File: src/common/muldiv_defines.svh
`ifndef MULDIV_DEFINES_SVH
`define MULDIV_DEFINES_SVH

// datapath width and divider length
`define MD_XLEN      32
`define MD_DIV_ITER  `MD_XLEN   // one quotient bit per iteration

// alu operation codes seen by the muldiv block
`define MD_OP_W      5
`define MD_OP_NOP    5'h00
`define MD_OP_MULT   5'h01   // signed 64-bit product
`define MD_OP_MULTU  5'h02
`define MD_OP_DIV    5'h03   // lo = quotient, hi = remainder
`define MD_OP_DIVU   5'h04
`define MD_OP_MTHI   5'h05
`define MD_OP_MTLO   5'h06
`define MD_OP_MFHI   5'h07   // read back through hilo_rdata
`define MD_OP_MFLO   5'h08

`endif

File: src/common/muldiv_pkg.sv
`include "muldiv_defines.svh"

package muldiv_pkg;

   // operation code as presented by the pipeline
   typedef logic [`MD_OP_W-1:0] alu_op_t;

   // hi/lo pair, used for products and for quotient/remainder
   typedef struct packed {
      logic [`MD_XLEN-1:0] hi;
      logic [`MD_XLEN-1:0] lo;
   } hilo_result_t;

   // divide request handed to the divider
   typedef struct packed {
      logic                is_signed;
      logic [`MD_XLEN-1:0] dividend;
      logic [`MD_XLEN-1:0] divisor;
   } div_req_t;

   // divide sequencing in the execute stage
   typedef enum logic [1:0] {
      IDLE,    // single-cycle ops, or latch divide operands
      ISSUE,   // start pulse to divider
      WAIT     // divider running
   } md_state_t;

endpackage

File: src/hw/exe_muldiv_top.sv
`timescale 1ns/1ps
`include "muldiv_defines.svh"

module exe_muldiv_top (
   input  logic                aclk,
   input  logic                rst,
   input  muldiv_pkg::alu_op_t alu_op,
   input  logic [`MD_XLEN-1:0] operand_a,
   input  logic [`MD_XLEN-1:0] operand_b,
   output logic                stall,
   output logic                finish,
   output logic [`MD_XLEN-1:0] hilo_rdata
);

   import muldiv_pkg::*;

   logic         div_start;
   logic         div_done;
   div_req_t     div_req;
   hilo_result_t div_result;   // hi = remainder, lo = quotient
   logic         res_we;
   hilo_result_t res;

   muldiv_unit u_unit (
      .aclk       (aclk),
      .rst        (rst),
      .alu_op     (alu_op),
      .operand_a  (operand_a),
      .operand_b  (operand_b),
      .stall      (stall),
      .finish     (finish),
      .res_we     (res_we),
      .res        (res),
      .div_start  (div_start),
      .div_req    (div_req),
      .div_done   (div_done),
      .div_result (div_result)
   );

   radix2_divider u_div (
      .aclk       (aclk),
      .rst        (rst),
      .div_start  (div_start),
      .div_req    (div_req),
      .div_done   (div_done),
      .div_result (div_result),
      .div_busy   ()
   );

   hilo_regs u_hilo (
      .aclk       (aclk),
      .rst        (rst),
      .alu_op     (alu_op),
      .operand_a  (operand_a),
      .res_we     (res_we),
      .res        (res),
      .hilo_rdata (hilo_rdata)
   );

endmodule

File: src/hw/hilo_regs.sv
`timescale 1ns/1ps
`include "muldiv_defines.svh"

module hilo_regs (
   input  logic                     aclk,
   input  logic                     rst,
   input  muldiv_pkg::alu_op_t      alu_op,
   input  logic [`MD_XLEN-1:0]      operand_a,
   input  logic                     res_we,
   input  muldiv_pkg::hilo_result_t res,
   output logic [`MD_XLEN-1:0]      hilo_rdata
);

   logic [`MD_XLEN-1:0] hi;
   logic [`MD_XLEN-1:0] lo;

   always_ff @(posedge aclk or negedge rst) begin
      if (!rst) begin
         hi <= '0;
         lo <= '0;
      end else if (res_we) begin
         hi <= res.hi;   // mult product or div remainder
         lo <= res.lo;
      end else if (alu_op == `MD_OP_MTHI) begin
         hi <= operand_a;
      end else if (alu_op == `MD_OP_MTLO) begin
         lo <= operand_a;
      end
   end

   // move-from read, same cycle
   always_comb begin
      case (alu_op)
         `MD_OP_MFHI: hilo_rdata = hi;
         `MD_OP_MFLO: hilo_rdata = lo;
         default:     hilo_rdata = '0;
      endcase
   end

endmodule

File: src/muldiv/muldiv_unit.sv
`timescale 1ns/1ps
`include "muldiv_defines.svh"

module muldiv_unit (
   input  logic                     aclk,
   input  logic                     rst,
   input  muldiv_pkg::alu_op_t      alu_op,
   input  logic [`MD_XLEN-1:0]      operand_a,
   input  logic [`MD_XLEN-1:0]      operand_b,
   output logic                     stall,
   output logic                     finish,
   output logic                     res_we,
   output muldiv_pkg::hilo_result_t res,
   output logic                     div_start,
   output muldiv_pkg::div_req_t     div_req,
   input  logic                     div_done,
   input  muldiv_pkg::hilo_result_t div_result
);

   import muldiv_pkg::*;

   md_state_t             state;
   md_state_t             next_state;
   logic                  is_mul;
   logic                  is_div;
   logic                  div_fin;
   logic [`MD_XLEN:0]     a_ext;    // 33 bits, sign or zero extended
   logic [`MD_XLEN:0]     b_ext;
   logic [2*`MD_XLEN-1:0] prod;
   hilo_result_t          prod_res;

   assign is_mul = (alu_op == `MD_OP_MULT) || (alu_op == `MD_OP_MULTU);
   assign is_div = (alu_op == `MD_OP_DIV) || (alu_op == `MD_OP_DIVU);

   // single-cycle multiplier
   // one extra bit turns both MULT and MULTU into a signed multiply
   always_comb begin
      if (alu_op == `MD_OP_MULT) begin
         a_ext = {operand_a[`MD_XLEN-1], operand_a};
         b_ext = {operand_b[`MD_XLEN-1], operand_b};
      end else begin
         a_ext = {1'b0, operand_a};
         b_ext = {1'b0, operand_b};
      end
   end

   assign prod        = $signed(a_ext) * $signed(b_ext);   // 64 bits always hold the result
   assign prod_res.hi = prod[2*`MD_XLEN-1:`MD_XLEN];
   assign prod_res.lo = prod[`MD_XLEN-1:0];

   // divide sequencing
   always_ff @(posedge aclk or negedge rst) begin
      if (!rst) begin
         state <= IDLE;
      end else begin
         state <= next_state;
      end
   end

   always_comb begin
      next_state = state;
      case (state)
         IDLE: begin
            if (is_div) begin
               next_state = ISSUE;
            end
         end
         ISSUE: next_state = WAIT;
         WAIT: begin
            if (div_done) begin
               next_state = IDLE;   // result written this cycle
            end
         end
         default: next_state = IDLE;
      endcase
   end

   // operand latch, taken in the first divide cycle
   always_ff @(posedge aclk) begin
      if (state == IDLE && is_div) begin
         div_req.is_signed <= (alu_op == `MD_OP_DIV);
         div_req.dividend  <= operand_a;
         div_req.divisor   <= operand_b;
      end
   end

   assign div_start = (state == ISSUE);
   assign div_fin   = (state == WAIT) && div_done;

   // hold the pipeline from the first divide cycle up to div_done
   assign stall = ((state == IDLE) && is_div) ||
                  (state == ISSUE) ||
                  ((state == WAIT) && !div_done);

   assign finish = is_mul || div_fin;
   assign res_we = finish;                              // hi/lo load strobe
   assign res    = div_fin ? div_result : prod_res;

endmodule

File: src/muldiv/radix2_divider.sv
`timescale 1ns/1ps
`include "muldiv_defines.svh"

module radix2_divider (
   input  logic                     aclk,
   input  logic                     rst,
   input  logic                     div_start,
   input  muldiv_pkg::div_req_t     div_req,
   output logic                     div_done,
   output muldiv_pkg::hilo_result_t div_result,
   output logic                     div_busy
);

   localparam int CNT_W = $clog2(`MD_DIV_ITER);

   logic                busy;       // shift-subtract steps running
   logic                fix;        // final cycle, sign correction
   logic [CNT_W-1:0]    count;
   logic [`MD_XLEN:0]   rem;        // partial remainder
   logic [`MD_XLEN-1:0] quo;        // dividend shifts out, quotient shifts in
   logic [`MD_XLEN-1:0] dvsr;
   logic                neg_q;
   logic                neg_r;
   logic [`MD_XLEN-1:0] dividend_mag;
   logic [`MD_XLEN-1:0] divisor_mag;
   logic [`MD_XLEN+1:0] rem_shift;
   logic [`MD_XLEN+1:0] trial;
   logic                accept;

   assign accept = div_start && !busy;

   // magnitudes for the signed case
   assign dividend_mag = (div_req.is_signed && div_req.dividend[`MD_XLEN-1]) ?
                         -div_req.dividend : div_req.dividend;
   assign divisor_mag  = (div_req.is_signed && div_req.divisor[`MD_XLEN-1]) ?
                         -div_req.divisor : div_req.divisor;

   // one restoring step
   assign rem_shift = {rem, quo[`MD_XLEN-1]};
   assign trial     = rem_shift - {2'b00, dvsr};   // msb set means borrow

   always_ff @(posedge aclk or negedge rst) begin
      if (!rst) begin
         busy  <= 1'b0;
         fix   <= 1'b0;
         count <= '0;
      end else begin
         fix <= 1'b0;
         if (accept) begin
            busy  <= 1'b1;
            count <= '0;
         end else if (busy) begin
            count <= count + 1'b1;
            if (count == CNT_W'(`MD_DIV_ITER - 1)) begin
               busy <= 1'b0;
               fix  <= 1'b1;   // last bit done, result out next cycle
            end
         end
      end
   end

   always_ff @(posedge aclk) begin
      if (accept) begin
         rem   <= '0;
         quo   <= dividend_mag;
         dvsr  <= divisor_mag;
         neg_q <= div_req.is_signed &&
                  (div_req.dividend[`MD_XLEN-1] ^ div_req.divisor[`MD_XLEN-1]);
         neg_r <= div_req.is_signed && div_req.dividend[`MD_XLEN-1];
      end else if (busy) begin
         if (trial[`MD_XLEN+1]) begin
            rem <= rem_shift[`MD_XLEN:0];   // restore
            quo <= {quo[`MD_XLEN-2:0], 1'b0};
         end else begin
            rem <= trial[`MD_XLEN:0];
            quo <= {quo[`MD_XLEN-2:0], 1'b1};
         end
      end
   end

   // quotient truncates toward zero, remainder follows the dividend sign
   // a zero divisor leaves quo all ones and rem equal to the dividend
   assign div_result.lo = neg_q ? -quo : quo;
   assign div_result.hi = neg_r ? -rem[`MD_XLEN-1:0] : rem[`MD_XLEN-1:0];

   assign div_done = fix;
   assign div_busy = busy || fix;

endmodule

File: config.mk
export PLATFORM = sky130hd
export DESIGN_NAME = exe_muldiv_top
export DESIGN_NICKNAME = d
export VERILOG_FILES = /design/src/common/muldiv_pkg.sv /design/src/hw/exe_muldiv_top.sv /design/src/hw/hilo_regs.sv /design/src/muldiv/muldiv_unit.sv /design/src/muldiv/radix2_divider.sv
export VERILOG_INCLUDE_DIRS = /design/src /design/src/common
export SDC_FILE = /design/constraint.sdc
export NUM_CORES = 2
export LEC_CHECK = 0
export ABC_CLOCK_PERIOD_IN_PS = 7500
export BUFFER_PORTS_ARGS = -buffer_cell sky130_fd_sc_hd__clkbuf_2
export CAP_MARGIN = 20
export CORE_MARGIN = 2
export CORE_UTILIZATION = 44
export DETAILED_ROUTE_END_ITERATION = 10
export GPL_ROUTABILITY_DRIVEN = 0
export GPL_TIMING_DRIVEN = 1
export PLACE_DENSITY_LB_ADDON = 0.3
export SLEW_MARGIN = 20
export SYNTH_ARGS = -nofsm -noshare
export SYNTH_HDL_FRONTEND = slang
export SYNTH_HIERARCHICAL = 1
export SYNTH_SLANG_ARGS = --single-unit
File: constraint.sdc
create_clock -name aclk -period 7.5 [get_ports aclk]
set_input_delay 1.125 -clock aclk [delete_from_list [all_inputs] [get_ports aclk]]
set_output_delay 1.125 -clock aclk [all_outputs]
set_load 0.005 [all_outputs]
==> impl_metrics.json <==
{
  "min_period_ns": 8.27,
  "cts-htree-levels": 1,
  "skew_ns": 0.0167,
  "clk-insertion-delay-late_ns": 0.56,
  "preCtsSetupSlack_ns": -1.72,
  "worstSetupPathType": "input port to register",
  "dp_hpwl_um": 142000,
  "drive_gt1_share_pct": 20.6,
  "place_area_mm2": 0.0601,
  "io-pin-count": 105,
  "nets": 7866,
  "place_inst": 7853,
  "slew_headroom_pct": 18.2,
  "setup.worst_path.start_class": "input port",
  "die_x_um": 350,
  "grt_overflow": 0,
  "clock.fmax_mhz": 121,
  "holdCritPathClass": "input port to asynchronous set/reset pin",
  "cts.sinks": 237,
  "cts-buffers-inserted": 25,
  "outcome": "complete, but fails checks",
  "cts_tree": "yes",
  "synth_nets": 7278,
  "cts.clk_slew.worst_paths_ns": 0.06,
  "stdcell_count": 8061,
  "vias_per_cell": 5.44,
  "crit_path_end_kind": "register",
  "vias": 43800,
  "core_mm2": 0.119,
  "cpMostUsedCell": "buf_4",
  "cp_max_fo": 7,
  "track_usage_pct": 28.9,
  "slowest_stage": "fa_1",
  "grt_pass1_wl_um": 270000,
  "drtIter0Drc": 4002,
  "cp_data_required_time_ns": 7.93,
  "whs_ns": 0.389,
  "worst_slew_pin_slew_ns": 1.22,
  "final_cell_area_mm2": 0.0645,
  "ant_nets": 0,
  "grt_antenna_before_repair": 13,
  "grt_start_max_net_pins": 98,
  "finalCritPeriodShare_pct": 110,
  "firstDrtPassIters": 6,
  "drt-total-wl_um": 181000,
  "grt_pass1_vias": 45300,
  "finalHoldViolations": 0,
  "route.detailed.drc": 0,
  "drv_slew": 0,
  "maxCapViolCount": 0,
  "setup_ws_ns": -0.765,
  "dieArea_mm2": 0.123,
  "io_buffers": 104,
  "die_y_um": 350,
  "yosys_warnings": 6,
  "syn_to_final_growth_pct": 22.2,
  "synthCells": 5831,
  "post_drt_wl_per_cell_um": 22.5,
  "num_rows": 127,
  "start_util_pct": 44.1,
  "syn_avg_cell_area_um2": 9.05,
  "critPathArrivalTime_ns": 8.69,
  "finalSetupViolCount": 41,
  "rsz0062_at_grt": "true",
  "cpPeakStageDelay_ns": 0.55,
  "cts_max_path_buffers": 3,
  "syn_area_mm2": 0.0527,
  "root_buffer": "clkbuf_16",
  "violations": "setup timing"
}
-- per-stage QoR --
stage               setup TNS, ns  utilization [%]
floorplan                  -17.50                -
global placement           -49.90             50.3
detailed placement         -53.15             50.3
CTS                        -15.85             52.5
global route               -28.92             53.9
finish                     -18.05             53.9
-- worst max-delay path, delay by kind of cell --
family / cells / cell delay, ns
XOR/XNOR: 1 / 0.15
buffers and inverters: 17 / 1.73
AO/OA/AOI/OAI: 4 / 0.63
AND/OR/NAND/NOR: 7 / 0.87
adder cells (fa/ha/maj): 9 / 4.18
-- per-layer routing --
| metal | track usage, % | wire length (µm) |
|---|---|---|
| met5 | 0 | 103 |
| met4 | 9.49 | 7690 |
| met3 | 7.39 | 19800 |
| met2 | 45.9 | 82000 |
| met1 | 38.7 | 71500 |
-- sequential cells by signal, indices dropped and copies added (netlist names) --
signal and flops:
u_unit/div_req 65, u_hilo/lo 32, u_div/busy 1, u_div/neg_q 1
u_div/quo 32, u_div/neg_r 1, u_div/count 5, u_div/rem 33
u_div/div_done 1, u_unit/state 2, u_div/dvsr 32, u_hilo/hi 32
-- layout make-up --
cell class / count / area [µm²]
fill: 10600 / 55000
multi-input combinational: 4062 / 42300
timing repair buffer: 884 / 8220
sequential: 237 / 6420
inverter: 1209 / 4560
tap: 1612 / 2020
clock buffer: 33 / 676
clock inverter: 13 / 203
antenna: 11 / 27.5
-- path summary, 6_finish.rpt --
| path | from | cells after the start | end | slack, ns |
|---|---|---|---|---|
| worst max register to register | u_div/quo[5] | 12 | u_hilo/lo[25] | 3.68 |
| worst min register to register | u_div/count[4] | 1 | u_div/count[4] | 0.51 |
| max in group asynchronous | rst | 2 | u_hilo/hi[21] | 5.87 |
| worst min-delay path | rst | 1 | u_div/count[2] | 0.39 |
| worst max-delay path | alu_op[3] | 38 | u_hilo/hi[22] | -0.77 |
| min in group aclk | u_div/count[4] | 1 | u_div/count[4] | 0.51 |
-- timing repair --
action	in CTS	in global routing
setup buffers	83	66
pin swaps	199	201
hold buffers	0	0
resized for setup	253	269
cloned	1	9
setup endpoints to repair	47	47
-- layout by cell type, fill, tap and decap left out, types with 55 or more instances in the layout --
cell / count
inv_1: 1148
fa_1: 1068
nand2_1: 973
buf_4: 617
and2_1: 278
ha_1: 210
a21oi_1: 150
xnor2_1: 143
o21ai_0: 141
edfxtp_1: 131
nor2_1: 129
buf_12: 101
clkbuf_2: 75
dfrtp_1: 72
fa_2: 58
buf_6: 57
xor2_1: 56
inv_2: 55
Power is not shown: default switching activity piles up to over one toggle a cycle in this logic, so the estimate is an artifact.
